[src/verilog/devtlb_settings.svh]
// Sizing of the device TLB arrays and fields
// DEVTLB_ENTRIES must equal 2**DEVTLB_IDX_W so the replacement pointer wraps cleanly
// Changing the page widths changes every struct in the package

`ifndef DEVTLB_SETTINGS_SVH
`define DEVTLB_SETTINGS_SVH

// Array depth and index
`define DEVTLB_ENTRIES  16
`define DEVTLB_IDX_W    4

// Page number widths
`define DEVTLB_VPN_W    20
`define DEVTLB_PPN_W    20

// Permission bits, read in the upper bit and write in the lower
`define DEVTLB_PERM_W   2

`endif

[src/verilog/devtlb_pkg.sv]
// Shared types of the device TLB
// All widths come from the settings header, which must be on the include path

`include "devtlb_settings.svh"

package devtlb_pkg;

    // Tag array payload, searched by the CAM
    typedef logic [`DEVTLB_VPN_W-1:0] devtlb_tag_t;

    // Data array payload, read by index
    typedef struct packed {
        logic [`DEVTLB_PPN_W-1:0]  ppn;
        logic [`DEVTLB_PERM_W-1:0] perm;
    } devtlb_data_t;

    typedef struct packed {
        logic [`DEVTLB_VPN_W-1:0] vpn;
    } devtlb_req_t;

    typedef struct packed {
        logic [`DEVTLB_VPN_W-1:0]  vpn;
        logic [`DEVTLB_PPN_W-1:0]  ppn;
        logic [`DEVTLB_PERM_W-1:0] perm;
    } devtlb_fill_t;

    // ppn and perm read as zero on a miss
    typedef struct packed {
        logic                      hit;
        logic [`DEVTLB_PPN_W-1:0]  ppn;
        logic [`DEVTLB_PERM_W-1:0] perm;
    } devtlb_rsp_t;

endpackage

[src/verilog/devtlb_gen_ram.sv]
// Generic flop array with one write port, an optional registered read port and
// two optional full-payload CAM compare ports
// Writes land in storage one edge after the write inputs are sampled
// CAM hits are raw matches against storage, without any notion of entry valid
// depth must be a power of two

`timescale 1ns/1ps

`include "devtlb_settings.svh"

module devtlb_gen_ram #(
    parameter int  depth  = `DEVTLB_ENTRIES,
    parameter type T      = logic [7:0],
    parameter bit  cam_en = 1'b0,
    parameter bit  rd_en  = 1'b1
) (
    input  logic                     gramclk,
    input  logic                     rst,

    input  logic                     wr_en,
    input  logic [$clog2(depth)-1:0] wr_addr,
    input  T                         wr_data,

    input  logic [$clog2(depth)-1:0] rd_addr,
    output T                         rd_data,

    input  T                         cam_key_lookup,
    input  T                         cam_key_fill,
    output logic [depth-1:0]         cam_hit_lookup,
    output logic [depth-1:0]         cam_hit_fill
);

    localparam int ADDR_W = $clog2(depth);

    // Input flop stage
    logic              wr_en_q;
    logic [ADDR_W-1:0] wr_addr_q;
    T                  wr_data_q;

    T                  mem [depth];

    // ------------------------------------------------------------------------
    // Write path
    // ------------------------------------------------------------------------

    always_ff @(posedge gramclk) begin
        if (rst) begin
            wr_en_q <= 1'b0;
        end else begin
            wr_en_q <= wr_en;
        end
    end

    // Address and data only matter while wr_en_q is set
    always_ff @(posedge gramclk) begin
        wr_addr_q <= wr_addr;
        wr_data_q <= wr_data;
    end

    always_ff @(posedge gramclk) begin
        if (wr_en_q) begin
            mem[wr_addr_q] <= wr_data_q;
        end
    end

    // ------------------------------------------------------------------------
    // Read port
    // ------------------------------------------------------------------------

    generate
        if (rd_en) begin : g_rd
            always_ff @(posedge gramclk) begin
                rd_data <= mem[rd_addr];
            end
        end else begin : g_no_rd
            assign rd_data = '0;
        end
    endgenerate

    // ------------------------------------------------------------------------
    // CAM ports
    // ------------------------------------------------------------------------

    generate
        if (cam_en) begin : g_cam
            for (genvar i = 0; i < depth; i++) begin : g_entry
                assign cam_hit_lookup[i] = (mem[i] == cam_key_lookup);
                assign cam_hit_fill[i]   = (mem[i] == cam_key_fill);
            end
        end else begin : g_no_cam
            assign cam_hit_lookup = '0;
            assign cam_hit_fill   = '0;
        end
    endgenerate

    // The write enable feeds the storage clock enable, so X here corrupts state
    a_wr_en_known: assert property (
        @(posedge gramclk) disable iff (rst) !$isunknown(wr_en)
    ) else $error("devtlb_gen_ram: wr_en is unknown");

endmodule

[src/verilog/devtlb_lookup.sv]
// TLB control around a tag CAM array and a data array
// Lookup latency is exactly two cycles, one request per cycle, no stall
// A fill becomes visible to lookups sampled two edges after it
// inv_all wins over a fill sampled one edge earlier but not over one sampled
// at the same edge

`timescale 1ns/1ps

`include "devtlb_settings.svh"

module devtlb_lookup (
    input  logic                          gramclk,
    input  logic                          rst,

    input  logic                          req_valid,
    input  devtlb_pkg::devtlb_req_t       req,
    input  logic                          fill_valid,
    input  devtlb_pkg::devtlb_fill_t      fill,
    input  logic                          inv_all,

    output logic                          rsp_valid,
    output devtlb_pkg::devtlb_rsp_t       rsp,

    output logic                          tag_wr_en,
    output logic [`DEVTLB_IDX_W-1:0]      tag_wr_addr,
    output devtlb_pkg::devtlb_tag_t       tag_wr_data,

    output logic                          data_wr_en,
    output logic [`DEVTLB_IDX_W-1:0]      data_wr_addr,
    output devtlb_pkg::devtlb_data_t      data_wr_data,
    output logic [`DEVTLB_IDX_W-1:0]      data_rd_addr,

    output devtlb_pkg::devtlb_tag_t       cam_key_lookup,
    output devtlb_pkg::devtlb_tag_t       cam_key_fill,
    input  logic [`DEVTLB_ENTRIES-1:0]    cam_hit_lookup,
    input  logic [`DEVTLB_ENTRIES-1:0]    cam_hit_fill,
    input  devtlb_pkg::devtlb_data_t      data_rd_data
);

    import devtlb_pkg::*;

    localparam int DEPTH = `DEVTLB_ENTRIES;
    localparam int IDX_W = `DEVTLB_IDX_W;

    logic [DEPTH-1:0] valid_q;
    logic [IDX_W-1:0] rr_ptr;

    // Fill that has reached the array input flops but not yet storage
    logic             pend_valid;
    logic [IDX_W-1:0] pend_idx;
    devtlb_tag_t      pend_vpn;
    logic [DEPTH-1:0] pend_mask;

    logic [DEPTH-1:0] valid_eff;
    logic [DEPTH-1:0] fill_hit;
    logic [IDX_W-1:0] victim_idx;
    logic             rr_adv;

    // Lookup pipeline
    logic             s1_valid;
    devtlb_tag_t      s1_vpn;
    logic [DEPTH-1:0] hit_lookup;
    logic [IDX_W-1:0] lookup_idx;
    logic             s2_hit;

    // ------------------------------------------------------------------------
    // Victim choice
    // ------------------------------------------------------------------------

    assign cam_key_fill = fill.vpn;

    always_comb begin
        pend_mask = '0;
        if (pend_valid) begin
            pend_mask[pend_idx] = 1'b1;
        end
        valid_eff = valid_q | pend_mask;

        // Storage at pend_idx is stale, so the pending page stands in for it
        fill_hit = cam_hit_fill & valid_q & ~pend_mask;
        if (pend_valid && (pend_vpn == fill.vpn)) begin
            fill_hit = fill_hit | pend_mask;
        end

        // Same page, else lowest invalid, else round-robin
        victim_idx = rr_ptr;
        rr_adv     = 1'b1;
        for (int i = DEPTH - 1; i >= 0; i--) begin
            if (!valid_eff[i]) begin
                victim_idx = IDX_W'(i);
                rr_adv     = 1'b0;
            end
        end
        for (int i = 0; i < DEPTH; i++) begin
            if (fill_hit[i]) begin
                victim_idx = IDX_W'(i);
                rr_adv     = 1'b0;
            end
        end
    end

    assign tag_wr_en         = fill_valid;
    assign tag_wr_addr       = victim_idx;
    assign tag_wr_data       = fill.vpn;
    assign data_wr_en        = fill_valid;
    assign data_wr_addr      = victim_idx;
    assign data_wr_data.ppn  = fill.ppn;
    assign data_wr_data.perm = fill.perm;

    always_ff @(posedge gramclk) begin
        if (rst) begin
            pend_valid <= 1'b0;
            rr_ptr     <= '0;
            valid_q    <= '0;
        end else begin
            pend_valid <= fill_valid;
            if (fill_valid && rr_adv) begin
                rr_ptr <= rr_ptr + 1'b1;
            end
            if (inv_all) begin
                valid_q <= '0;
            end else begin
                valid_q <= valid_q | pend_mask;
            end
        end
    end

    always_ff @(posedge gramclk) begin
        pend_idx <= victim_idx;
        pend_vpn <= fill.vpn;
    end

    // ------------------------------------------------------------------------
    // Lookup pipeline
    // ------------------------------------------------------------------------

    assign cam_key_lookup = s1_vpn;
    assign hit_lookup     = cam_hit_lookup & valid_q;

    always_comb begin
        lookup_idx = '0;
        for (int i = 0; i < DEPTH; i++) begin
            if (hit_lookup[i]) begin
                lookup_idx = IDX_W'(i);
            end
        end
    end

    assign data_rd_addr = lookup_idx;

    always_ff @(posedge gramclk) begin
        if (rst) begin
            s1_valid  <= 1'b0;
            rsp_valid <= 1'b0;
            s2_hit    <= 1'b0;
        end else begin
            s1_valid  <= req_valid;
            rsp_valid <= s1_valid;
            s2_hit    <= s1_valid && (|hit_lookup);
        end
    end

    always_ff @(posedge gramclk) begin
        s1_vpn <= req.vpn;
    end

    // Registered data array output, forced to zero on a miss
    assign rsp.hit  = s2_hit;
    assign rsp.ppn  = s2_hit ? data_rd_data.ppn : '0;
    assign rsp.perm = s2_hit ? data_rd_data.perm : '0;

    // A duplicate page in the tag array would mean victim choice went wrong
    a_lookup_hit_onehot: assert property (
        @(posedge gramclk) disable iff (rst) s1_valid |-> $onehot0(hit_lookup)
    ) else $error("devtlb_lookup: multiple lookup hits");

    a_fill_hit_onehot: assert property (
        @(posedge gramclk) disable iff (rst) fill_valid |-> $onehot0(fill_hit)
    ) else $error("devtlb_lookup: multiple fill hits");

endmodule

[src/verilog/devtlb_top.sv]
// Device TLB top level, a tag CAM array and a data array under one controller
// No back-pressure, responses come exactly two cycles after each request

`timescale 1ns/1ps

`include "devtlb_settings.svh"

module devtlb_top (
    input  logic                     gramclk,
    input  logic                     rst,
    input  logic                     req_valid,
    input  devtlb_pkg::devtlb_req_t  req,
    input  logic                     fill_valid,
    input  devtlb_pkg::devtlb_fill_t fill,
    input  logic                     inv_all,
    output logic                     rsp_valid,
    output devtlb_pkg::devtlb_rsp_t  rsp
);

    import devtlb_pkg::*;

    logic                          tag_wr_en;
    logic [`DEVTLB_IDX_W-1:0]      tag_wr_addr;
    devtlb_tag_t                   tag_wr_data;
    logic                          data_wr_en;
    logic [`DEVTLB_IDX_W-1:0]      data_wr_addr;
    devtlb_data_t                  data_wr_data;
    logic [`DEVTLB_IDX_W-1:0]      data_rd_addr;
    devtlb_data_t                  data_rd_data;
    devtlb_tag_t                   cam_key_lookup;
    devtlb_tag_t                   cam_key_fill;
    logic [`DEVTLB_ENTRIES-1:0]    cam_hit_lookup;
    logic [`DEVTLB_ENTRIES-1:0]    cam_hit_fill;

    devtlb_lookup i_devtlb_lookup (
        .gramclk        (gramclk),
        .rst            (rst),
        .req_valid      (req_valid),
        .req            (req),
        .fill_valid     (fill_valid),
        .fill           (fill),
        .inv_all        (inv_all),
        .rsp_valid      (rsp_valid),
        .rsp            (rsp),
        .tag_wr_en      (tag_wr_en),
        .tag_wr_addr    (tag_wr_addr),
        .tag_wr_data    (tag_wr_data),
        .data_wr_en     (data_wr_en),
        .data_wr_addr   (data_wr_addr),
        .data_wr_data   (data_wr_data),
        .data_rd_addr   (data_rd_addr),
        .cam_key_lookup (cam_key_lookup),
        .cam_key_fill   (cam_key_fill),
        .cam_hit_lookup (cam_hit_lookup),
        .cam_hit_fill   (cam_hit_fill),
        .data_rd_data   (data_rd_data)
    );

    // Tag array, searched only
    devtlb_gen_ram #(
        .depth  (`DEVTLB_ENTRIES),
        .T      (devtlb_tag_t),
        .cam_en (1'b1),
        .rd_en  (1'b0)
    ) i_tag_ram (
        .gramclk        (gramclk),
        .rst            (rst),
        .wr_en          (tag_wr_en),
        .wr_addr        (tag_wr_addr),
        .wr_data        (tag_wr_data),
        .rd_addr        (),
        .rd_data        (),
        .cam_key_lookup (cam_key_lookup),
        .cam_key_fill   (cam_key_fill),
        .cam_hit_lookup (cam_hit_lookup),
        .cam_hit_fill   (cam_hit_fill)
    );

    // Data array, read by the encoded hit index
    devtlb_gen_ram #(
        .depth  (`DEVTLB_ENTRIES),
        .T      (devtlb_data_t),
        .cam_en (1'b0),
        .rd_en  (1'b1)
    ) i_data_ram (
        .gramclk        (gramclk),
        .rst            (rst),
        .wr_en          (data_wr_en),
        .wr_addr        (data_wr_addr),
        .wr_data        (data_wr_data),
        .rd_addr        (data_rd_addr),
        .rd_data        (data_rd_data),
        .cam_key_lookup (),
        .cam_key_fill   (),
        .cam_hit_lookup (),
        .cam_hit_fill   ()
    );

endmodule
[config.mk]
export PLATFORM = sky130hd
export DESIGN_NAME = devtlb_top
export DESIGN_NICKNAME = d
export VERILOG_FILES = /design/src/verilog/devtlb_pkg.sv /design/src/verilog/devtlb_gen_ram.sv /design/src/verilog/devtlb_lookup.sv /design/src/verilog/devtlb_top.sv
export VERILOG_INCLUDE_DIRS = /design/src /design/src/verilog
export SDC_FILE = /design/constraint.sdc
export NUM_CORES = 1
export LEC_CHECK = 0
export ABC_AREA = 1
export BUFFER_PORTS_ARGS = -buffer_cell sky130_fd_sc_hd__buf_4
export CAP_MARGIN = 20
export CORE_UTILIZATION = 60
export DETAILED_ROUTE_END_ITERATION = 7
export GPL_TIMING_DRIVEN = 1
export PLACE_DENSITY = 0.79
export RECOVER_POWER = 100
export SYNTH_ARGS = -nofsm -noshare
export SYNTH_HDL_FRONTEND = slang
export SYNTH_HIERARCHICAL = 1
export SYNTH_SLANG_ARGS = --single-unit
[constraint.sdc]
create_clock -name gramclk -period 4.55 [get_ports gramclk]
set_clock_uncertainty 0.1 [all_clocks]
set_input_delay 0.91 -clock gramclk [delete_from_list [all_inputs] [get_ports gramclk]]
set_output_delay 0.91 -clock gramclk [all_outputs]
set_load 0.005 [all_outputs]
* After elaboration in Yosys (flattened, before gate mapping)
Memories as Yosys holds them, arrays and structs flattened. A register that Yosys moved wholly into a read port is not among the register bits.
Cells that the tools add are included.
** Operators by class
- Add/subtract/negate cells :: 1
- Reduce and logical (&&, ||, !) cells :: 9
- Bitwise operators :: 6
- Mux-type cells :: 86
- $lt $le $gt $ge :: 2
- Equality and inequality tests :: 33
** Operators by type and width (number)
- equality test 20 bit :: 33
- 2-to-1 mux 4 bit :: 32
- bitwise AND 16 bit :: 3
- 2-to-1 mux 1 bit :: 37
- 2-to-1 mux 16 bit :: 2
- OR 16 bit :: 2
- 2-to-1 mux 3 bit :: 8
- 2-to-1 mux 20 bit :: 1
- inverter 16 bit :: 1
- OR reduction 16 bit :: 1
- 2-to-1 mux 2 bit :: 5
- OR reduction 8 bit :: 1
- less-than comparator 4 x 5 -> 1 bit (second input constant) :: 1
- adder 4 x 1 -> 4 bit (second input constant) :: 1
- demux 1 bit (select 4 bit) :: 1
- >= comparator 4 x 1 -> 1 bit (second input constant) :: 1
- logical AND 1 bit :: 4
- OR reduction 2 bit :: 2
- OR reduction 4 bit :: 1
** Word-level totals
- Output and inout bits :: 24
- Memories kept :: 2
- Memory bits (writable) :: 672
- Logic and storage cells :: 153
- Bits of input ports :: 67
- Flip-flop bits (word level) :: 90
** Memories
- i_data_ram.mem :: words 16, width 22, rd ports 1, clocked after Yosys merged registers in 1, wr ports 1, line devtlb_gen_ram.sv:40 : T mem [depth];
- i_tag_ram.mem :: words 16, width 20, rd ports 16, clocked after Yosys merged registers in 0, wr ports 1, line devtlb_gen_ram.sv:40

* Logic depth before layout (Yosys ltp)
Gate-level depths: netlist (run 1).
- Depth in word-level cells :: 39
- Depth in mapped cells :: 36

* By module
The synthesis (run 1) kept the hierarchy.
** By module, submodules not included
- devtlb_gen_ram at i_tag_ram :: instances 1, area each 20736.1 µm², cells an instance 2473, sequential area each 10109.7 µm²
- devtlb_gen_ram at i_data_ram :: instances 1, area each 16438.3 µm², cells an instance 1528, sequential area each 11551.1 µm²
- devtlb_lookup :: instances 1, area each 3626.0 µm², cells an instance 537, sequential area each 1361.3 µm²

* Worst setup path before layout (run 1)
OpenSTA, ideal clock, no wires.
- Path type :: input -> register
- Start point :: input port fill[22] (netlist bit)
- End point :: register i_tag_ram.wr_addr_q[0]
- Path slack :: 1.566 ns
- Buffers on the path :: 4
- Stages :: 28
- Arrival :: 2.773 ns
- Cells stage by stage :: buf_4 > buf_6 > buf_12 > xnor2_1 > nand2_1 > nor2_1 > nand2_1 > nor2_1 > nand3_1 > o21ai_1 > nor2_1 > nand2_1 > nand2_1 > nand2_1 > nand2_1 > nand2_1 > nand2_1 > nand2_1 > nand2_1 > nand2_1 > nand2_1 > nand2_1 > nand2_1 > nand2_1 > nand2_1 > nand2_1 > nand2_1 > buf_4
** Between the ends
- Longest elaborated chain between the ends :: 20
- Elaborated cells on any way between the ends :: 37
** RTL lines
- start, declared :: line devtlb_top.sv:14 : input devtlb_pkg::devtlb_fill_t fill,
- equality test 20 bit (*) :: line devtlb_gen_ram.sv:88 : assign cam_hit_fill[i] = (mem[i] == cam_key_fill);
- net cam_hit_fill[0] :: line devtlb_top.sv:33 : logic [`DEVTLB_ENTRIES-1:0] cam_hit_fill;
- bitwise AND 16 bit (*) (2 in series) :: line devtlb_lookup.sv:80 : fill_hit = cam_hit_fill & valid_q & ~pend_mask;
- OR 16 bit :: line devtlb_lookup.sv:82 : fill_hit = fill_hit | pend_mask;
- 2-to-1 mux 16 bit (*) :: line devtlb_lookup.sv:81 : if (pend_valid && (pend_vpn == fill.vpn)) begin
- 2-to-1 mux 4 bit (*) (8 in series) :: line devtlb_lookup.sv:95 : if (fill_hit[i]) begin
- 2-to-1 mux 3 bit (*) (4 in series) :: line devtlb_lookup.sv:95
- 2-to-1 mux 2 bit (*) (2 in series) :: line devtlb_lookup.sv:95
- 2-to-1 mux 1 bit (*) :: line devtlb_lookup.sv:95
- end signal, assigned :: line devtlb_gen_ram.sv:56 : wr_addr_q <= wr_addr;
- end, declared :: line devtlb_gen_ram.sv:37 : logic [ADDR_W-1:0] wr_addr_q;
Mark *: on every way through the listed nets, which the timed path passes. The rest lies on a longest branch.
A chain may end at the register's enable or synchronous reset.

* Worst setup path after layout (run 1)
- Start point :: input port fill[41] (netlist bit)
- End point :: register i_devtlb_lookup.rr_ptr[3]
** Between the ends
- Elaborated cells on any way between the ends :: 39
** RTL lines
- equality test 20 bit (*) :: line devtlb_gen_ram.sv:88
- net cam_hit_fill[9] :: line devtlb_top.sv:33
- bitwise AND 16 bit (*) (2 in series) :: line devtlb_lookup.sv:80
- OR 16 bit :: line devtlb_lookup.sv:82
- 2-to-1 mux 16 bit (*) :: line devtlb_lookup.sv:81
- 2-to-1 mux 1 bit (*) (7 in series) :: line devtlb_lookup.sv:95
- logical AND 1 bit (*) :: line devtlb_lookup.sv:117 : if (fill_valid && rr_adv) begin
- end signal, assigned :: line devtlb_lookup.sv:118 : rr_ptr <= rr_ptr + 1'b1;
- end, declared :: line devtlb_lookup.sv:46 : logic [IDX_W-1:0] rr_ptr;
Marked as above.

==> results.sh, run 1 <==
export IMPL_status="finished, violations left"
export IMPL_violations="max-capacitance violations, max-slew violations"
export IMPL_yosys_warnings=6
export IMPL_wl_um=107000
export IMPL_timing_rr_start="i_devtlb_lookup/cam_key_lookup[6]"
export IMPL_cts_hold_buffers_added=0
export IMPL_hold_path_class="in -> reg"
export IMPL_dieArea_mm2=0.0684
export IMPL_first_global_vias=27945
export IMPL_grt_max_degree=89
export IMPL_post_cts_resized=0
export IMPL_startpoint="fill[41]"
export IMPL_gr_total_overflow=0
export IMPL_clk_pin_slew_ps=60
export IMPL_clockRootBuffer="clkbuf_16"
export IMPL_die_h_um=261
export IMPL_power_density_mw_per_mm2=371
export IMPL_avgSynthCellArea_um2=9.01
export IMPL_cts_tree="done"
export IMPL_r2r_slack_ps=370
export IMPL_cts_sinks=814
export IMPL_path_class="in -> reg"
export IMPL_hold_viol_final=0
export IMPL_fillCellCount=5148
export IMPL_setup_tns_ps=0
export IMPL_rr_endpoint="i_data_ram/rd_data[14]"
export IMPL_critPathMaxFanout=20
export IMPL_endpoint_kind="register"
export IMPL_die_w_um=261
export IMPL_crit_path_cell_trace="clkbuf_1 -> clkinv_2 -> nand2_1 -> nand2_1 -> nand2_1 -> nor2_1 -> nand3_1 -> nor2_1 -> nand3_1 -> o21ai_0 -> nor2_1 -> nand2_1 -> nor2_1 -> nand4_1 -> nor2_2 -> nand4_1 -> o21ai_0 -> a21oi_1"
export IMPL_antenna_found_initial=3
export IMPL_setup_violations=0
export IMPL_clockBufferDepth=3
export IMPL_drive_gt1_share_pct=5.97
export IMPL_vias=29437
export IMPL_syn_inst=4484
export IMPL_post_cts_buffers=0
export IMPL_fmax_mhz=238
export IMPL_globalplace_congestion=1.01
export IMPL_min_period_ps=4210
export IMPL_worstPathArrival_ps=4650
export IMPL_tightest_slew_ps=3180
export IMPL_ant_nets=0
export IMPL_first_iter_violations=3349
export IMPL_post_drt_wl_per_cell_um=19.8
export IMPL_port_buffers=90
export IMPL_drv_cap=28
export IMPL_period_share_pct=92.5
export IMPL_routed_via_density=5.43
export IMPL_grt_usage_pct=31.8
export IMPL_syn_nets=4552
export IMPL_post_route_drc_count=0
export IMPL_rsz0062_at_grt="no"
export IMPL_rows=94
export IMPL_start_util_pct=61.0
export IMPL_slew_headroom_pct=-113
export IMPL_dp_hpwl_um=68900
export IMPL_cts_max_level=3
export IMPL_max_stage_delay_ps=960
export IMPL_crit_path_start_kind="input pin"
export IMPL_slew_viol_final=560
export IMPL_clk_latency_ps=660
export IMPL_coreArea_mm2=0.0662
export IMPL_critPathRequiredTime_ps=4990
export IMPL_crit_end="i_devtlb_lookup/rr_ptr[3]"
export IMPL_critical_path_slowest_cell="clkbuf_1"
export IMPL_r2r_cells=28
export IMPL_io_pin_count=91
export IMPL_peakVddDrop_v=0.000392
export IMPL_total_leakage_power_uw=0.0184
export IMPL_power_total_uw=16100
export IMPL_worstHoldPathCells=1
export IMPL_cts_buffers=86
export IMPL_grt_pass1_wl_um=161000
export IMPL_dr_pass1_iters=6
export IMPL_area_delta_synth_final_pct=7.14
export IMPL_syn_area_mm2=0.0404
export IMPL_nets=4551
cells in the final DEF, fill, tap and decap left out, drive strengths merged:
master and count:
or2 5, nor4 4, diode 1, inv 549, nand2 1816, a21oi 4
a211oi 3, dfxtp 142, a211o 1, clkinv 43, clkbuf 227, nor3 3
buf 45, xnor2 347, o21a 1, o21bai 3, o31ai 2, a22o 1
a31oi 3, nor2 302, xor2 6, nand4 7, nand3 333, edfxtp 672
nand3b 4, bufinv 6, o22ai 2, ha 1, clkinvlp 1, o21ai 22
per-layer routing:
layer	global-route usage, %	part of all wire [%]	up-vias
li1	-	-	13882
met1	40.6	38	13633
met2	52.3	47	1596
met3	5.16	9.5	322
met4	16.5	5.3	4
met5	0	0.028	-
how the worst min path moves through the flow:
stage / slack [ps] / endpoint / from
after floorplan: 310 / i_devtlb_lookup/rsp_valid / i_devtlb_lookup/s1_valid
after global placement: 320 / i_devtlb_lookup/rsp_valid / i_devtlb_lookup/s1_valid
after detailed placement: 330 / i_devtlb_lookup/rsp_valid / i_devtlb_lookup/s1_valid
after CTS: 230 / i_devtlb_lookup/cam_key_lookup[16] / req[16]
after global routing: 260 / i_data_ram/wr_data_q[13] / fill[13]
final: 270 / i_devtlb_lookup/cam_key_lookup[16] / req[16]
state kept, by name, indices dropped and copies added (netlist names), 4 cells and up:
name / flops
i_tag_ram/wr_data_q: 20
i_devtlb_lookup/pend_vpn: 20
i_data_ram/wr_data_q: 22
i_tag_ram/wr_addr_q: 4
i_devtlb_lookup/valid_q: 16
i_data_ram/mem: 352
i_devtlb_lookup/cam_key_lookup: 20
i_data_ram/wr_addr_q: 4
i_data_ram/rd_data: 22
i_tag_ram/mem: 320
i_devtlb_lookup/pend_idx: 4
i_devtlb_lookup/rr_ptr: 4
report_power, final:
| part | total [uW] | internal [uW] | switching (uW) |
|---|---|---|---|
| Sequential | 8290 | 8140 | 144 |
| Combinational | 725 | 260 | 465 |
| Clock | 7040 | 4070 | 2980 |
| Total | 16100 | 12500 | 3580 |
final cells by class:
class / instances / area (um2) / share of cell area [%]
Sequential cell: 814 / 23000 / 53.2
Multi-Input combinational cell: 2870 / 13200 / 30.5
Clock buffer: 118 / 2400 / 5.54
Inverter: 557 / 2120 / 4.91
Tap cell: 864 / 1080 / 2.50
Timing Repair Buffer: 154 / 1020 / 2.36
Clock inverter: 42 / 437 / 1.01
Antenna cell: 1 / 2.50 / 0.00578
through the flow:
stage | instances | setup WS (ps) | hold slack [ps] | util, % | area [um2]
6_report | 5420 | 343 | 273 | 65.4 | 43300
5_1_grt | 5419 | 68.5 | 263 | 65.4 | 43300
4_1_cts | 5418 | 583 | 230 | 65.9 | 43600
3_3_place_gp | 5258 | 628 | 325 | 61.6 | 40800
2_1_floorplan | 4484 | 1570 | 311 | - | 40400
3_5_place_dp | 5258 | 627 | 325 | 61.6 | 40800
critical path, delay by kind of cell:
family | cells | cell delay, ps
compound gates | 3 | 340
buf+inv | 2 | 1560
simple gates | 13 | 1830
Power figures use the tool's default switching activity.
==> run 2: changes to the inputs <==
- PLACE_DENSITY: 0.79 -> default
- PLACE_DENSITY_LB_ADDON: default -> 0.25
==> results.sh, run 2 (synthesis results as in run 1) <==
export IMPL_grt_usage_pct=31.3
export IMPL_slew_headroom_pct=-111
export IMPL_final_cell_mix="nand2_1 (1813), edfxtp_1 (672), inv_1 (535)"
export IMPL_swShare_pct=22.2
export IMPL_clockRootBuffer="clkbuf_16"
export IMPL_path_class="in -> reg"
export IMPL_first_iter_violations=2889
export IMPL_setup_tns_ps=0
export IMPL_rows=94
export IMPL_wl_um=106000
export IMPL_fmax_mhz=240
export IMPL_dieArea_mm2=0.0684
export IMPL_peakVddDrop_v=0.000369
export IMPL_first_global_vias=27022
export IMPL_area_delta_synth_final_pct=6.74
export IMPL_routed_via_density=5.33
export IMPL_cts_tree="done"
export IMPL_setup_violations=0
export IMPL_critPathMaxFanout=20
export IMPL_drv_cap=32
export IMPL_total_leakage_power_uw=0.0183
export IMPL_power_density_mw_per_mm2=366
export IMPL_clockBufferDepth=3
export IMPL_hold_path_class="in -> reg"
export IMPL_multi_input_area_mm2=0.0132
export IMPL_post_drt_wl_per_cell_um=19.5
export IMPL_coreArea_mm2=0.0662
export IMPL_drive_gt1_share_pct=5.74
export IMPL_start_util_pct=61.0
export IMPL_placed_cells=5252
export IMPL_status="finished, violations left"
export IMPL_gr_total_overflow=0
export IMPL_seqPwrFrac_pct=52.6
export IMPL_ant_nets=0
export IMPL_crit_path_start_kind="input pin"
export IMPL_grt_max_degree=119
export IMPL_critPathRequiredTime_ps=4980
export IMPL_rsz0062_at_grt="no"
export IMPL_n_antenna_cell=0
export IMPL_fin_util_pct=65.1
export IMPL_largest_reg_flops=352
export IMPL_post_cts_buffers=0
export IMPL_vias=28857
export IMPL_post_cts_resized=0
export IMPL_final_seq_area_mm2=0.0230
export IMPL_die_w_um=261
export IMPL_hold_viol_final=0
export IMPL_globalplace_congestion=1.01
export IMPL_endpoint_kind="register"
export IMPL_final_cells=5411
export IMPL_tightest_slew_ps=3160
export IMPL_worstPathArrival_ps=4600
export IMPL_period_share_pct=91.6
export IMPL_cts_max_level=3
export IMPL_fillCellCount=5383
export IMPL_dp_hpwl_um=68200
export IMPL_power_total_uw=15800
export IMPL_cts_hold_buffers_added=0
export IMPL_cts_buffers=85
export IMPL_slew_viol_final=670
export IMPL_reg_largest_list="i_data_ram/mem (352), i_tag_ram/mem (320)"
export IMPL_grt_pass1_wl_um=159000
export IMPL_nets=4543
export IMPL_largest_register="i_data_ram/mem"
export IMPL_clk_latency_ps=650
export IMPL_post_route_drc_count=0
export IMPL_p_int_uw=12300
export IMPL_power_switching_uw=3500
export IMPL_final_common_cell="nand2_1"
export IMPL_violations="max-capacitance violations, max-slew violations"
export IMPL_dr_pass1_iters=8
export IMPL_cts_sinks=814
export IMPL_io_pin_count=91
export IMPL_antenna_found_initial=4
export IMPL_min_period_ps=4170
export IMPL_port_buffers=90
export IMPL_clk_pin_slew_ps=60
export IMPL_clkPwrFrac_pct=43.0
export IMPL_combPwrFrac_pct=4.5
export IMPL_die_h_um=261
==> run 2: cell type report <==
class | instances | share of cell area, %
sequential | 814 | 53.4
multi-input combinational | 2870 | 30.6
clock buffer | 127 | 5.62
inverter | 557 | 4.93
tap | 864 | 2.51
timing repair buffer | 147 | 2.20
clock inverter | 32 | 0.717
==> run 2: final timing paths <==
path	startpoint	end	slack (ps)	cells past startpoint
worst max-delay path	fill[27]	i_devtlb_lookup/rr_ptr[3]	380	18
worst min-delay path	fill[10]	i_data_ram/wr_data_q[10]	280	1
worst max register to register	i_devtlb_lookup/cam_key_lookup[4]	i_data_ram/rd_data[0]	490	26
worst min register to register	i_devtlb_lookup/rr_ptr[3]	i_devtlb_lookup/rr_ptr[3]	380	2
==> run 2: per-stage QoR <==
step	setup WS, ps	area [um2]	hold WS, ps
floorplan	1570	40400	311
global placement	673	40700	357
detailed placement	704	40700	354
CTS	600	43500	225
global route	94.2	43100	256
finish	383	43100	279
==> run 2: worst max-delay path, cell delays in order <==
cell      delay [ps]
clkbuf_1         920
inv_1            690
nand2_1          220
nand2_1           60
nand2_1           50
nor2_1            80
nand3_1          150
nor2_1           110
nand3_1           90
o21ai_0          150
nor2_1           180
nand2_1           90
nor2_1           170
nand4_1          120
nor2_2           210
nand4_1          130
o21ai_0          170
a21oi_1           50
==> run 2: layer usage <==
metal / GRT usage, % / vias up / routed length (um)
met4: 15.3 / 8 / 5420
met2: 50.7 / 1273 / 49400
met3: 5.52 / 264 / 8900
met1: 40.7 / 13438 / 41900
met5: 0 / - / 57
li1: - / 13874 / -
==> run 2: power groups by stage <==
stage               sequential (uW)  clock (uW)  combinational (uW)
floorplan                      8370           0                 623
global placement               8450           0                 697
detailed placement             8450           0                 708
CTS                            8300        6860                 712
global route                   8310        7120                 772
finish                         8300        6780                 704
